`src/common/spi_rx_pkg.sv`:
```
// SPI receive package with the captured word type, AXI4-Lite bus structs and register map
package spi_rx_pkg;

    localparam int LOST_W = 16;                    // Lost-word counter width

    // One captured serial word as it sits in the FIFO and on the bus
    typedef struct packed {
        logic [3:0]  src_id;                       // Source tag from SOURCE_ID
        logic [11:0] frame;                        // Frame number modulo 4096
        logic [15:0] data;                         // Right-aligned serial payload
    } rx_word_t;

    // Host to slave channel signals
    typedef struct packed {
        logic [7:0]  awaddr;
        logic        awvalid;
        logic [31:0] wdata;
        logic [3:0]  wstrb;                        // Accepted, never used
        logic        wvalid;
        logic        bready;
        logic [7:0]  araddr;
        logic        arvalid;
        logic        rready;
    } axil_req_t;

    // Slave to host channel signals
    typedef struct packed {
        logic        awready;
        logic        wready;
        logic [1:0]  bresp;
        logic        bvalid;
        logic        arready;
        logic [31:0] rdata;
        logic [1:0]  rresp;
        logic        rvalid;
    } axil_rsp_t;

    // Register offsets
    localparam logic [7:0] REG_RESET  = 8'h00;     // Any write issues a soft reset
    localparam logic [7:0] REG_CTRL   = 8'h04;     // Bit 0 capture enable
    localparam logic [7:0] REG_LOST   = 8'h08;     // Lost-word count, read only
    localparam logic [7:0] REG_STATUS = 8'h0C;     // Bit 0 empty, level from bit 16
    localparam logic [7:0] REG_DATA   = 8'h10;     // Read pops one word

    // Response codes
    localparam logic [1:0] RESP_OKAY   = 2'b00;
    localparam logic [1:0] RESP_SLVERR = 2'b10;

endpackage

```
`src/hw/spi_rx_deframer/spi_rx_deframer.sv`:
```
// Serial deframer that samples SDI under SEN and builds tagged words with frame and loss counts
module spi_rx_deframer #(
    parameter logic [3:0] SOURCE_ID = 4'd1
) (
    input  logic                          SCLK,
    input  logic                          RST,
    input  logic                          sdi,
    input  logic                          sen,
    input  logic                          capture_en,
    input  logic                          clear,
    input  logic                          full,
    output logic                          push,
    output spi_rx_pkg::rx_word_t          word,
    output logic [spi_rx_pkg::LOST_W-1:0] lost_cnt
);
    import spi_rx_pkg::*;

    logic        sen_dly;
    logic        sen_fall;
    logic        take_bit;
    logic        full_done;
    logic        part_done;
    logic        word_done;
    logic [3:0]  bit_cnt;
    logic [15:0] shift_q;
    logic [15:0] next_data;
    logic [11:0] frame_cnt;

    assign sen_fall  = sen_dly && !sen;                     // End of a frame
    assign take_bit  = sen && capture_en;
    assign full_done = take_bit && (bit_cnt == 4'd15);      // 16th bit arrives now
    assign part_done = sen_fall && capture_en && (bit_cnt != 4'd0);
    assign word_done = full_done || part_done;

    // A full word takes the current bit, a partial one is already right-aligned
    assign next_data = full_done ? {shift_q[14:0], sdi} : shift_q;

    always_ff @(posedge SCLK) begin
        if (RST) begin
            sen_dly <= 1'b0;
        end else begin
            sen_dly <= sen;
        end
    end

    // Shift register and bit counter, emptied after each completed word
    always_ff @(posedge SCLK) begin
        if (RST || clear) begin
            bit_cnt <= 4'd0;
            shift_q <= 16'd0;
        end else if (full_done || sen_fall) begin
            bit_cnt <= 4'd0;
            shift_q <= 16'd0;                               // Zeros above a short word
        end else if (take_bit) begin
            bit_cnt <= bit_cnt + 4'd1;
            shift_q <= {shift_q[14:0], sdi};                // MSB first
        end
    end

    always_ff @(posedge SCLK) begin
        if (RST || clear) begin
            frame_cnt <= 12'd0;
        end else if (sen_fall && capture_en) begin
            frame_cnt <= frame_cnt + 12'd1;                 // Wraps at 4096
        end
    end

    // Full is sampled at the completion edge; pushes are at least two cycles apart,
    // so the FIFO has already counted the previous push by then
    always_ff @(posedge SCLK) begin
        if (RST || clear) begin
            push     <= 1'b0;
            lost_cnt <= '0;
        end else begin
            push <= word_done && !full;
            if (word_done && full && (lost_cnt != {LOST_W{1'b1}})) begin
                lost_cnt <= lost_cnt + 1'b1;                // Saturating
            end
        end
    end

    always_ff @(posedge SCLK) begin
        if (word_done) begin
            word.src_id <= SOURCE_ID;
            word.frame  <= frame_cnt;                       // Number of the current frame
            word.data   <= next_data;
        end
    end

    // The FIFO must never see a push while it reports full
    a_push_not_full: assert property (@(posedge SCLK) disable iff (RST)
        push |-> !full);

endmodule

```
`src/hw/word_fifo.sv`:
```
// Synchronous show-ahead FIFO for any payload type with a fill level output
module word_fifo #(
    parameter type item_t = logic [31:0],
    parameter int  DEPTH  = 16
) (
    input  logic                         SCLK,
    input  logic                         RST,
    input  logic                         clear,
    input  logic                         push,
    input  item_t                        wr_item,
    input  logic                         pop,
    output item_t                        rd_item,
    output logic                         full,
    output logic                         empty,
    output logic [$clog2(DEPTH+1)-1:0]   level
);
    localparam int AW = $clog2(DEPTH);

    item_t          mem [DEPTH];
    logic [AW-1:0]  wr_ptr;
    logic [AW-1:0]  rd_ptr;
    logic           do_push;
    logic           do_pop;

    assign full    = (level == DEPTH[$clog2(DEPTH+1)-1:0]);
    assign empty   = (level == '0);
    assign do_push = push && !full;
    assign do_pop  = pop && !empty;
    assign rd_item = mem[rd_ptr];                           // Head shown ahead of the pop

    always_ff @(posedge SCLK) begin
        if (do_push) begin
            mem[wr_ptr] <= wr_item;
        end
    end

    // Pointers wrap naturally since DEPTH is a power of two
    always_ff @(posedge SCLK) begin
        if (RST || clear) begin
            wr_ptr <= '0;
            rd_ptr <= '0;
            level  <= '0;
        end else begin
            if (do_push) begin
                wr_ptr <= wr_ptr + 1'b1;
            end
            if (do_pop) begin
                rd_ptr <= rd_ptr + 1'b1;
            end
            case ({do_push, do_pop})
                2'b10:   level <= level + 1'b1;
                2'b01:   level <= level - 1'b1;
                default: level <= level;                    // Both or neither
            endcase
        end
    end

    // The writer and the reader both honour the flags they were given
    a_no_push_full: assert property (@(posedge SCLK) disable iff (RST)
        push |-> !full);

    a_no_pop_empty: assert property (@(posedge SCLK) disable iff (RST)
        pop |-> !empty);

endmodule

```
`src/hw/spi_rx_regs/spi_rx_regs.sv`:
```
// AXI4-Lite register block with capture control, soft reset, status, lost count and data pop
module spi_rx_regs #(
    parameter int FIFO_DEPTH = 16
) (
    input  logic                              SCLK,
    input  logic                              RST,
    input  spi_rx_pkg::axil_req_t             axil_req,
    output spi_rx_pkg::axil_rsp_t             axil_rsp,
    output logic                              capture_en,
    output logic                              clear,
    input  logic [spi_rx_pkg::LOST_W-1:0]     lost_cnt,
    input  spi_rx_pkg::rx_word_t              rd_word,
    input  logic                              empty,
    input  logic [$clog2(FIFO_DEPTH+1)-1:0]   level,
    output logic                              pop
);
    import spi_rx_pkg::*;

    localparam int LEVEL_W = $clog2(FIFO_DEPTH + 1);

    logic        wr_accept;
    logic        rd_accept;
    logic        bvalid_q;
    logic [1:0]  bresp_q;
    logic [1:0]  wr_resp_nxt;
    logic        rvalid_q;
    logic [31:0] rdata_q;
    logic [1:0]  rresp_q;
    logic [31:0] rd_data_nxt;
    logic [1:0]  rd_resp_nxt;
    logic [31:0] status_word;

    assign wr_accept = axil_req.awvalid && axil_req.wvalid && !bvalid_q;
    assign rd_accept = axil_req.arvalid && !rvalid_q;

    // Head word leaves the FIFO in the acceptance cycle
    assign pop = rd_accept && (axil_req.araddr == REG_DATA) && !empty;

    always_comb begin
        status_word                = 32'd0;
        status_word[0]             = empty;
        status_word[16 +: LEVEL_W] = level;
    end

    always_comb begin
        case (axil_req.awaddr)
            REG_RESET, REG_CTRL: wr_resp_nxt = RESP_OKAY;
            default:             wr_resp_nxt = RESP_SLVERR;     // Read only or unmapped
        endcase
    end

    always_comb begin
        rd_data_nxt = 32'd0;
        rd_resp_nxt = RESP_OKAY;
        case (axil_req.araddr)
            REG_RESET:  rd_data_nxt = 32'd0;
            REG_CTRL:   rd_data_nxt = {31'd0, capture_en};
            REG_LOST:   rd_data_nxt = 32'(lost_cnt);
            REG_STATUS: rd_data_nxt = status_word;
            REG_DATA: begin
                if (empty) begin
                    rd_resp_nxt = RESP_SLVERR;              // Nothing to pop
                end else begin
                    rd_data_nxt = rd_word;                  // src_id, frame, data
                end
            end
            default:    rd_resp_nxt = RESP_SLVERR;
        endcase
    end

    // Write channel and control register
    always_ff @(posedge SCLK) begin
        if (RST) begin
            bvalid_q   <= 1'b0;
            bresp_q    <= RESP_OKAY;
            capture_en <= 1'b0;
            clear      <= 1'b0;
        end else begin
            clear <= wr_accept && (axil_req.awaddr == REG_RESET);   // One-cycle pulse
            if (wr_accept) begin
                bvalid_q <= 1'b1;
                bresp_q  <= wr_resp_nxt;
                if (axil_req.awaddr == REG_CTRL) begin
                    capture_en <= axil_req.wdata[0];
                end
            end else if (axil_req.bready) begin
                bvalid_q <= 1'b0;
            end
        end
    end

    // Read channel
    always_ff @(posedge SCLK) begin
        if (RST) begin
            rvalid_q <= 1'b0;
        end else if (rd_accept) begin
            rvalid_q <= 1'b1;
        end else if (axil_req.rready) begin
            rvalid_q <= 1'b0;
        end
    end

    always_ff @(posedge SCLK) begin
        if (rd_accept) begin
            rdata_q <= rd_data_nxt;                         // Held until the next accept
            rresp_q <= rd_resp_nxt;
        end
    end

    always_comb begin
        axil_rsp         = '0;
        axil_rsp.awready = wr_accept;
        axil_rsp.wready  = wr_accept;
        axil_rsp.bvalid  = bvalid_q;
        axil_rsp.bresp   = bresp_q;
        axil_rsp.arready = rd_accept;
        axil_rsp.rvalid  = rvalid_q;
        axil_rsp.rdata   = rdata_q;
        axil_rsp.rresp   = rresp_q;
    end

    // Responses hold steady under host back-pressure
    a_r_stable: assert property (@(posedge SCLK) disable iff (RST)
        rvalid_q && !axil_req.rready |=> rvalid_q && $stable(rdata_q) && $stable(rresp_q));

    a_b_stable: assert property (@(posedge SCLK) disable iff (RST)
        bvalid_q && !axil_req.bready |=> bvalid_q && $stable(bresp_q));

endmodule

```
`src/hw/spi_rx_top.sv`:
```
// Serial capture top level joining the deframer, word FIFO and AXI4-Lite register block
module spi_rx_top #(
    parameter logic [3:0] SOURCE_ID  = 4'd1,
    parameter int         FIFO_DEPTH = 16
) (
    input  logic                  SCLK,
    input  logic                  RST,
    input  logic                  SDI,
    input  logic                  SEN,
    input  spi_rx_pkg::axil_req_t axil_req,
    output spi_rx_pkg::axil_rsp_t axil_rsp
);
    import spi_rx_pkg::*;

    localparam int LEVEL_W = $clog2(FIFO_DEPTH + 1);

    logic               push;
    logic               full;
    logic               pop;
    logic               empty;
    logic               capture_en;
    logic               clear;
    rx_word_t           wr_word;
    rx_word_t           rd_word;
    logic [LOST_W-1:0]  lost_cnt;
    logic [LEVEL_W-1:0] level;

    spi_rx_deframer #(
        .SOURCE_ID (SOURCE_ID)
    ) deframer_i (
        .SCLK       (SCLK),
        .RST        (RST),
        .sdi        (SDI),
        .sen        (SEN),
        .capture_en (capture_en),
        .clear      (clear),
        .full       (full),
        .push       (push),
        .word       (wr_word),
        .lost_cnt   (lost_cnt)
    );

    word_fifo #(
        .item_t (rx_word_t),
        .DEPTH  (FIFO_DEPTH)
    ) fifo_i (
        .SCLK    (SCLK),
        .RST     (RST),
        .clear   (clear),
        .push    (push),
        .wr_item (wr_word),
        .pop     (pop),
        .rd_item (rd_word),
        .full    (full),
        .empty   (empty),
        .level   (level)
    );

    spi_rx_regs #(
        .FIFO_DEPTH (FIFO_DEPTH)
    ) regs_i (
        .SCLK       (SCLK),
        .RST        (RST),
        .axil_req   (axil_req),
        .axil_rsp   (axil_rsp),
        .capture_en (capture_en),
        .clear      (clear),
        .lost_cnt   (lost_cnt),
        .rd_word    (rd_word),
        .empty      (empty),
        .level      (level),
        .pop        (pop)
    );

endmodule

```
`config.mk`:
```
export PLATFORM = sky130hd
export DESIGN_NAME = spi_rx_top
export DESIGN_NICKNAME = d
export VERILOG_FILES = /design/src/common/spi_rx_pkg.sv /design/src/hw/spi_rx_deframer/spi_rx_deframer.sv /design/src/hw/word_fifo.sv /design/src/hw/spi_rx_regs/spi_rx_regs.sv /design/src/hw/spi_rx_top.sv
export SDC_FILE = /design/constraint.sdc
export NUM_CORES = 1
export LEC_CHECK = 0
export BUFFER_PORTS_ARGS = -buffer_cell sky130_fd_sc_hd__buf_2
export CELL_PAD_IN_SITES_DETAIL_PLACEMENT = 0
export CELL_PAD_IN_SITES_GLOBAL_PLACEMENT = 1
export CORE_MARGIN = 1
export CORE_UTILIZATION = 40
export CTS_BUF_LIST = sky130_fd_sc_hd__clkbuf_16
export DETAILED_ROUTE_END_ITERATION = 7
export HOLD_SLACK_MARGIN = 0.03
export PLACE_DENSITY = 0.69
export SETUP_SLACK_MARGIN = 0.3
export SLEW_MARGIN = 20
export SYNTH_ARGS = -nofsm -noshare
export SYNTH_HDL_FRONTEND = slang
export SYNTH_SLANG_ARGS = --single-unit
```
`constraint.sdc`:
```
create_clock -name SCLK -period 7.9 [get_ports SCLK]
set_input_delay 0.395 -clock SCLK [delete_from_list [all_inputs] [get_ports SCLK]]
set_output_delay 0.395 -clock SCLK [all_outputs]
set_load 0.1 [all_outputs]
```
==> impl_metrics.py, run 1 <==
metrics = {
    "critical_path": {
        "cp.depth": 10,
        "crit_type": "register to register",
        "cpMostUsedCell": "ha_1",
        "end_kind": "register",
        "crit_chain": "nor4_4, and2_1, nor3_1, ha_1, xor2_1, ha_1, nand2b_1, or3_1, o211ai_1, mux2i_1",
        "cp.arrival_ns": 3.74,
        "critPathMaxFanout": 11,
        "worstRegToRegCells": 10,
        "worstSetupEndpoint": "fifo_i.level[2]",
        "crit_slowest_cell": "dfxtp_1",
        "cp_slowest_stage_delay_ns": 0.59,
        "rrSetupSlack_ns": 4.70,
        "cp_top_family": "simple AND/OR/NAND/NOR gates",
        "crit_buf_inv": 0,
        "cp.required_ns": 8.44,
        "worstSetupStartpointType": "register",
        "crit_start": "fifo_i.level[1]",
        "regToRegStartpoint": "fifo_i.level[1]",
        "r2r-end": "fifo_i.level[2]",
    },
    "drt": {
        "routed-via-count": 11400,
        "dr.pass1.iters": 5,
        "wl_um": 49100,
        "wl_per_cell_um": 23.2,
        "postRouteAntennaNets": 0,
        "first_iter_violations": 882,
        "drc": 0,
        "viasPerCell": 5.37,
    },
    "layout": {
        "fin_nets": 1390,
        "final_area_mm2": 0.0257,
        "syn2layout_area_growth_pct": 13.6,
        "final-seq-area_mm2": 0.0167,
        "diodes": 0,
        "fillCellCount": 4648,
        "drive_gt1_share_pct": 24.2,
        "multi_input_area_mm2": 0.00572,
    },
    "clocking": {
        "cts_resized": 0,
        "tritoncts": "done",
        "cts_root_buffer": "clkbuf_16",
        "holdBufCountCts": 6,
        "clockBufferDepth": 3,
        "cts.clk_slew.worst_paths_ns": 0.06,
        "htree_num_levels": 2,
        "cts.sinks": 578,
        "post-cts-setup-buffers": 0,
        "clk_latency_ns": 0.61,
        "numCtsBuffers": 58,
    },
    "floorplan": {
        "die_height_um": 240,
        "die_x_um": 240,
        "start_util_pct": 40.8,
        "io_pins": 102,
        "rows": 86,
        "die_area_mm2": 0.0575,
        "coreArea_mm2": 0.0554,
    },
    "global_routing": {
        "use_met2_pct": 28.6,
        "met1_usage_pct": 23.8,
        "busiest_layer": "met2",
        "grt_pass1_vias": 11600,
        "grt-ovfl-total": 0,
        "grt_pass1_wl_um": 73000,
        "track_usage_pct": 17.5,
        "grt_max_degree": 112,
        "met3_usage_pct": 3.25,
        "antenna_found_initial": 1,
    },
    "timing": {
        "rsz0062_at_grt": "no",
        "relSlewSlack_pct": 35.3,
        "max_clock_freq_mhz": 313,
        "period_minus_slack_ns": 3.20,
        "worstMarginPinSlew_ns": 0.970,
        "period_share_pct": 40.4,
        "report.final.hold_viol_count": 0,
        "setup_tns_ns": 0,
        "skew_ns": 0.0171,
        "finalSetupViolCount": 0,
        "report.final.slew_viol_count": 0,
    },
    "logic_synthesis": {
        "synthArstFlopShare_pct": 0,
        "syn_area_per_cell_um2": 18.3,
        "yosysSeqAreaShare_pct": 73.6,
        "synth_seq_cells": 578,
        "synthCells": 1235,
        "synthFlopType": "edfxtp_1",
        "syn_area_mm2": 0.0226,
        "synth_warnings": 0,
        "synth_cell_types": 53,
        "synth_edf_count": 506,
    },
    "run": {
        "max_cap_viol_count": 0,
    },
    "outcome": {
        "status": "finished, final reports clean",
    },
    "place": {
        "port_buffers": 61,
        "gp_congestion": 0.758,
        "place_area_mm2": 0.0239,
        "place_hpwl_um": 25700,
    },
    "power": {
        "power.leakage_nw": 8.56,
        "ir_worst_vdd_v": 0.000167,
        "p_per_area_mw_per_mm2": 231,
    },
    "hold_path": {
        "hp-class": "primary input to register",
    },
}
[synth_stat cells, types with 7 or more instances]
| library cell | instances | area, µm² |
|---|---|---|
| edfxtp_1 | 506 | 15200 |
| mux4_2 | 119 | 2680 |
| dfxtp_1 | 72 | 1440 |
| nand2_1 | 59 | 221 |
| nor2_1 | 59 | 221 |
| a21oi_1 | 54 | 270 |
| clkbuf_1 | 42 | 158 |
| mux2i_1 | 30 | 300 |
| a211oi_1 | 22 | 165 |
| nor2b_1 | 22 | 138 |
| a22o_1 | 21 | 184 |
| buf_2 | 19 | 95.1 |
| mux2_2 | 17 | 191 |
| or3_1 | 16 | 100 |
| nand4_1 | 15 | 93.8 |
| inv_1 | 14 | 52.6 |
| xor2_1 | 14 | 123 |
| and2_1 | 12 | 75.1 |
| ha_1 | 12 | 150 |
| nand3_1 | 12 | 60.1 |
| o21ai_0 | 12 | 60.1 |
| nor3_1 | 11 | 55.1 |
| buf_4 | 10 | 75.1 |
| xnor2_1 | 10 | 87.6 |
| nand2b_1 | 8 | 50.1 |
| and3_1 | 7 | 43.8 |
[state kept, by name, indices dropped and copies added (netlist names), 4 cells and up, named ones only]
| signal | flops |
|---|---|
| fifo_i.wr_ptr | 4 |
| fifo_i.mem | 448 |
| fifo_i.rd_ptr | 4 |
| deframer_i.word | 28 |
| deframer_i.shift_q | 16 |
| deframer_i.lost_cnt | 16 |
| fifo_i.level | 5 |
| deframer_i.frame_cnt | 12 |
| deframer_i.bit_cnt | 4 |
| regs_i.rdata_q | 29 |
[worst min path at each step]
stage | cells after the start | from | slack [ns] | endpoint
3_3_place_gp | 2 | deframer_i.shift_q[15] | 0.44 | deframer_i.shift_q[15]
5_1_grt | 3 | axil_req[10] | 0.08 | regs_i.bvalid_q
4_1_cts | 3 | axil_req[10] | 0.04 | regs_i.bvalid_q
2_1_floorplan | 0 | deframer_i.frame_cnt[11] | 0.43 | deframer_i.word[27]
3_5_place_dp | 0 | deframer_i.frame_cnt[11] | 0.44 | deframer_i.word[27]
6_report | 3 | axil_req[10] | 0.08 | regs_i.bvalid_q
[logic make-up (layout without fill, tap and decap cells)]
group | after synthesis | after routing | synth area share (%)
other | 1 | 5 | 0.0166
muxes | 166 | 166 | 14.0
buffers and inverters | 89 | 216 | 1.75
xor gates and xnor gates | 24 | 24 | 0.930
and+or+nand+nor | 239 | 239 | 5.38
DFF | 578 | 578 | 73.6
adders and majority gates | 12 | 12 | 0.664
AOI/OAI and AO/OA | 126 | 126 | 3.63
[metrics by stage]
step | hold WS [ns] | total power, mW | worst slack (ns) | util, % | cells
detailed placement | 0.443 | 3.46 | 4.40 | 43.1 | 1999
finish | 0.0811 | 5.93 | 4.70 | 46.3 | 2114
global route | 0.0782 | 6.10 | 4.38 | 46.3 | 2114
CTS | 0.0411 | 5.99 | 4.69 | 46.3 | 2114
global placement | 0.440 | 3.46 | 4.47 | 43.1 | 1999
floorplan | 0.429 | 3.45 | 4.29 | - | 1239
[cells in the final DEF (no fill, tap or decap), types with 8 or more instances in the layout]
cell,synthesis,routed
o21ai_0,12,12
ha_1,12,12
nor2b_1,22,22
a21oi_1,54,54
nor2_1,59,45
and2_1,12,12
dfxtp_1,72,68
mux2_2,17,17
clkinv_1,0,16
clkbuf_16,0,59
a22o_1,21,21
nand2b_1,8,8
inv_1,14,26
xnor2_1,10,10
nand2_1,59,59
nor2_4,0,12
xor2_1,14,14
mux2i_1,30,30
or3_1,16,16
edfxtp_1,506,506
a211oi_1,22,22
buf_2,19,61
nand3_1,12,12
buf_4,10,25
mux4_2,119,119
clkinv_2,0,17
nand4_1,15,15
[where the power goes]
part           total [mW]  internal [mW]  switching [mW]
Sequential           3.28           3.28         0.00301
Combinational       0.117         0.0164           0.100
Clock                2.53           1.41            1.12
[worst register-to-register path, delay by kind of cell (launching register included)]
family | cells | cell delay, ns
AOI/OAI and AO/OA | 1 | 0.14
and+or+nand+nor | 5 | 1.36
xor gates and xnor gates | 1 | 0.12
muxes | 1 | 0.20
adders and majority gates | 2 | 0.72
DFF | 1 | 0.59
[area by class of cell]
| class | count | area share [%] |
|---|---|---|
| sequential | 578 | 64.8 |
| multi-input combinational | 572 | 22.3 |
| clock buffer | 59 | 5.75 |
| tap | 748 | 3.64 |
| timing repair buffer | 93 | 2.23 |
| clock inverter | 50 | 1.07 |
| inverter | 14 | 0.205 |
[layer usage]
| metal | wire (µm) | vias to the layer above |
|---|---|---|
| met3 | 2510 | 75 |
| met2 | 24100 | 253 |
| met1 | 21300 | 5937 |
| met4 | 1140 | 0 |
| li1 | - | 5091 |
| met5 | 0 | - |
No activity file was read; power rests on OpenSTA's default activity.
==> run 2: changes to the inputs <==
Settings changed: PLACE_DENSITY 0.69 to 0.72.
Clock period 7.9 ns to 2.7 ns, I/O delays scaled along.
==> impl_metrics.py, run 2 (synthesis results as in run 1) <==
metrics = {
    "outcome": {
        "status": "finished, final reports clean",
    },
    "clocking": {
        "cts_root_buffer": "clkbuf_16",
        "cts.sinks": 578,
        "numCtsBuffers": 56,
        "clockBufferDepth": 3,
        "htree_num_levels": 2,
        "tritoncts": "done",
        "clk_latency_ns": 0.59,
        "cts.clk_slew.worst_paths_ns": 0.06,
    },
    "critical_path": {
        "critPathMaxFanout": 24,
        "crit_chain": "buf_16, buf_4, mux4_2, mux4_2, and2_1",
        "rrSetupSlack_ns": 0.34,
        "cp.required_ns": 3.05,
        "worstSetupStartpointType": "register",
        "cp.arrival_ns": 2.71,
        "worstRegToRegCells": 5,
        "end_kind": "register",
        "r2r-end": "regs_i.rdata_q[26]",
        "crit_type": "register to register",
        "cp_slowest_stage_delay_ns": 0.52,
        "crit_buf_inv": 2,
        "cp_top_family": "multiplexers",
        "crit_slowest_cell": "mux4_2",
        "cpMostUsedCell": "mux4_2",
    },
    "hold_path": {
        "hp-start": "axil_req[5]",
        "hp-class": "primary input to register",
        "min_to": "regs_i.rdata_q[0]",
        "holdPathStages": 3,
    },
    "global_routing": {
        "use_met2_pct": 29.4,
        "grt-ovfl-total": 0,
        "grt_pass1_vias": 11700,
        "grt_max_degree": 38,
        "grt_pass1_wl_um": 75000,
        "antenna_found_initial": 0,
        "track_usage_pct": 18.1,
        "busiest_layer": "met2",
        "met1_usage_pct": 24.6,
        "met3_usage_pct": 3.04,
    },
    "layout": {
        "final_area_mm2": 0.0266,
        "regMostFlops": "fifo_i.mem",
        "multi_input_area_mm2": 0.00579,
        "final_cell_mix": "edfxtp_1 (506), mux4_2 (119), dfxtp_1 (64)",
        "largest_register_ffs": 448,
        "syn2layout_area_growth_pct": 17.5,
        "instances_no_fill": 2168,
        "layout_commonest_cell": "edfxtp_1",
        "fillCellCount": 4520,
        "reg_top3": "fifo_i.mem x448, regs_i.rdata_q x29, deframer_i.word x28",
        "final-seq-area_mm2": 0.0167,
        "drive_gt1_share_pct": 27.2,
        "fin_util_pct": 47.9,
        "diodes": 0,
        "fin_nets": 1448,
    },
    "place": {
        "place_area_mm2": 0.0245,
        "gp_congestion": 0.778,
        "dp_cells": 2035,
        "pre_cts_ws_ns": 0.273,
        "port_buffers": 61,
        "place_hpwl_um": 27700,
    },
    "floorplan": {
        "coreArea_mm2": 0.0554,
        "rows": 86,
        "io_pins": 102,
        "die_area_mm2": 0.0575,
        "die_x_um": 240,
        "die_height_um": 240,
        "start_util_pct": 40.8,
    },
    "drt": {
        "drc": 0,
        "postRouteAntennaNets": 0,
        "first_iter_violations": 996,
        "viasPerCell": 5.38,
        "routed-via-count": 11700,
        "dr.pass1.iters": 5,
        "wl_um": 50800,
        "wl_per_cell_um": 23.4,
    },
    "power": {
        "p_int_mw": 13.8,
        "clockPowerShare_pct": 42.7,
        "swShare_pct": 20.4,
        "p_sw_mw": 3.54,
        "ir_worst_vdd_v": 0.000418,
        "pwr-share-seq_pct": 55.3,
        "total_power_mw": 17.4,
        "power.leakage_nw": 9.27,
        "combPwrFrac_pct": 2.1,
        "p_per_area_mw_per_mm2": 654,
    },
    "timing": {
        "period_minus_slack_ns": 2.36,
        "report.final.slew_viol_count": 0,
        "setup_tns_ns": 0,
        "setup_ws_ns": 0.337,
        "period_share_pct": 87.5,
        "worstMarginPinSlew_ns": 0.841,
        "rsz0062_at_grt": "yes",
        "relSlewSlack_pct": 43.7,
        "report.final.hold_viol_count": 0,
        "skew_ns": 0.0112,
        "max_clock_freq_mhz": 423,
        "finalSetupViolCount": 0,
        "fin_hold_ws_ns": 0.0967,
    },
    "run": {
        "max_cap_viol_count": 0,
    },
}
[run 2: changes by cell type in the layout (fill, tap and decap cells not counted), sizes merged]
cell and change:
buf +48, dlygate4sd3 +11, clkinv -8, bufinv +2, clkbuf -2, clkinvlp +2, bufbuf +1
[run 2: worst max-delay path by stage]
stage / startpoint / endpoint / slack [ns] / cells after the start
2_1_floorplan: deframer_i.bit_cnt[0] / deframer_i.lost_cnt[10] / 0.01 / 6
3_3_place_gp: register / regs_i.rdata_q[21] / 0.29 / 5
3_5_place_dp: register / regs_i.rdata_q[24] / 0.27 / 5
4_1_cts: register / regs_i.rdata_q[26] / 0.28 / 5
5_1_grt: fifo_i.level[0] / fifo_i.level[4] / 0.26 / 10
6_report: register / regs_i.rdata_q[26] / 0.34 / 5
[run 2: routing by layer]
layer  up-vias  wire length, µm
li1       5188                -
met1      6075            21500
met2       325            25100
met3        80             2780
met4         0             1430
met5         -                0
[run 2: power by group through the flow]
stage                     registers, mW  logic (mW)  clock network, mW
after detailed placement           9.80       0.346                  0
after floorplan                    9.96       0.118                  0
after global routing               9.60       0.372               7.89
after global placement             9.80       0.344                  0
final                              9.60       0.359               7.42
after CTS                          9.60       0.360               7.56
[run 2: layout make-up]
class	count	share of cell area (%)
Clock inverter	46	1.15
Timing Repair Buffer	153	5.27
Clock buffer	57	5.37
Sequential cell	578	62.7
Inverter	14	0.198
Multi-Input combinational cell	572	21.8
Tap cell	748	3.52
[run 2: worst min-delay path: stages]
cell,delay (ns)
buf_2,0.13
mux2i_1,0.15
a22o_1,0.16
[run 2: timing repair]
item                                   4_1_cts  5_1_grt
gates cloned                                 1        0
resized for setup                            1        5
hold buffers                                17        0
setup endpoints to repair                    3       23
buffers inserted                             0       12
pin swaps                                    0        1
endpoints found under the hold margin       10        0
==> run 3: changes to the inputs <==
Settings changed: BUFFER_PORTS_ARGS -buffer_cell sky130_fd_sc_hd__buf_2 to unset, DONT_BUFFER_PORTS set to 1, PLACE_DENSITY 0.72 to 0.7.
==> impl_metrics.py, run 3 (synthesis results as in run 1) <==
metrics = {
    "outcome": {
        "status": "finished, final reports clean",
    },
    "drt": {
        "dr.pass1.iters": 5,
        "wl_um": 49900,
        "routed-via-count": 11400,
        "wl_per_cell_um": 23.7,
        "postRouteAntennaNets": 0,
        "first_iter_violations": 1092,
        "viasPerCell": 5.40,
        "drc": 0,
    },
    "timing": {
        "max_clock_freq_mhz": 421,
        "report.final.slew_viol_count": 0,
        "finalSetupViolCount": 0,
        "worstMarginPinSlew_ns": 0.932,
        "relSlewSlack_pct": 38.0,
        "fin_hold_ws_ns": 0.0889,
        "skew_ns": 0.0210,
        "rsz0062_at_grt": "yes",
        "setup_tns_ns": 0,
        "period_minus_slack_ns": 2.38,
        "period_share_pct": 88.1,
        "report.final.hold_viol_count": 0,
    },
    "clocking": {
        "cts.clk_slew.worst_paths_ns": 0.06,
        "cts.sinks": 578,
        "numCtsBuffers": 56,
        "clockBufferDepth": 3,
        "clk_latency_ns": 0.62,
        "tritoncts": "done",
        "cts_root_buffer": "clkbuf_16",
        "htree_num_levels": 2,
    },
    "power": {
        "p_per_area_mw_per_mm2": 670,
        "total_power_mw": 17.7,
        "power.leakage_nw": 9.03,
        "ir_worst_vdd_v": 0.000471,
    },
    "global_routing": {
        "antenna_found_initial": 0,
        "grt_max_degree": 49,
        "grt_pass1_wl_um": 74300,
        "track_usage_pct": 17.9,
        "grt_pass1_vias": 11500,
        "grt-ovfl-total": 0,
    },
    "layout": {
        "fillCellCount": 4544,
        "fin_util_pct": 47.5,
        "largest_register_ffs": 448,
        "final_cell_mix": "edfxtp_1 (506), mux4_2 (119), dfxtp_1 (63)",
        "syn2layout_area_growth_pct": 16.6,
        "reg_top3": "fifo_i.mem x448, regs_i.rdata_q x29, deframer_i.word x28",
        "regMostFlops": "fifo_i.mem",
        "fin_nets": 1385,
        "layout_commonest_cell": "edfxtp_1",
        "drive_gt1_share_pct": 24.5,
        "diodes": 0,
    },
    "place": {
        "port_buffers": 0,
        "gp_congestion": 0.810,
        "place_hpwl_um": 29200,
    },
    "critical_path": {
        "crit_slowest_cell": "mux4_2",
        "cp_slowest_stage_delay_ns": 0.53,
        "end_kind": "register",
        "worstSetupStartpointType": "register",
        "crit_type": "register to register",
        "cp.required_ns": 3.06,
        "crit_chain": "buf_12, mux4_2, nor2b_1, a211oi_1, a21oi_1, a22o_1",
        "cp.arrival_ns": 2.73,
        "critPathMaxFanout": 30,
    },
    "floorplan": {
        "die_height_um": 240,
        "io_pins": 102,
        "die_area_mm2": 0.0575,
        "rows": 86,
        "coreArea_mm2": 0.0554,
        "die_x_um": 240,
        "start_util_pct": 40.8,
    },
    "hold_path": {
        "hp-class": "primary input to register",
    },
    "run": {
        "max_cap_viol_count": 0,
    },
}
[run 3: cell count changes in the layout (fill, tap and decap cells not counted), sizes merged]
cell         previous run  this run
clkinvlp                4         1
buf                   135        71
dlygate4sd3            17        19
inv                    27        25
bufinv                  4         6
bufbuf                  1         0
clkinv                 25        26
clkbuf                 57        58
[run 3: per-stage QoR]
step           setup slack [ns]  instances  cell area, µm²
5_1_grt                   0.254       2104           26300
3_3_place_gp              0.323       1981           24300
4_1_cts                   0.317       2103           26300
3_5_place_dp              0.294       1981           24300
2_1_floorplan           0.00960       1239           22800
6_report                  0.322       2104           26300
[run 3: path summary, 6_finish.rpt]
check	start	slack [ns]	to	depth (start not counted)
max	register	0.32	regs_i.rdata_q[2]	6
min	SEN	0.09	deframer_i.lost_cnt[14]	5
max reg2reg	register	0.32	regs_i.rdata_q[2]	6
min reg2reg	deframer_i.shift_q[15]	0.48	deframer_i.shift_q[15]	2
[run 3: layer usage]
layer / global-route usage, % / vias up / wire, µm
met4: 5.89 / 0 / 1340
met5: 0 / - / 0
met1: 24.0 / 5945 / 21000
met2: 29.4 / 295 / 25000
met3: 3.02 / 65 / 2520
li1: - / 5067 / -
[run 3: worst max-delay path, delay by kind of cell, from the launching register on]
family	cells	cell delay [ns]
flops	1	0.40
compound gates	3	0.75
mux	1	0.53
buf+inv	1	0.28
simple gates	1	0.14
[run 3: report_power, final]
| part | internal [mW] | switching (mW) |
|---|---|---|
| Sequential | 9.60 | 0.164 |
| Clock | 4.45 | 3.28 |
| Combinational | 0.0385 | 0.129 |
| Total | 14.1 | 3.57 |
[run 3: area by class of cell]
| cell class | count | area [µm²] | area share (%) |
|---|---|---|---|
| clock buffers | 58 | 1450 | 5.51 |
| clock inverters | 44 | 365 | 1.39 |
| inverters | 14 | 52.6 | 0.199 |
| multi-input cells | 572 | 5810 | 22.1 |
| flip-flops and latches | 578 | 16700 | 63.2 |
| well taps | 748 | 936 | 3.55 |
| repair buffers | 90 | 1070 | 4.06 |
[run 3: repair_timing]
item                                    in CTS  in global routing
gates resized for setup                      0                  9
hold buffers                                19                  0
setup buffers                                1                  1
endpoints found under the hold margin       38                  0
gates cloned                                 0                  0
pin swaps                                    1                  5
endpoints found under the setup margin       1                 10
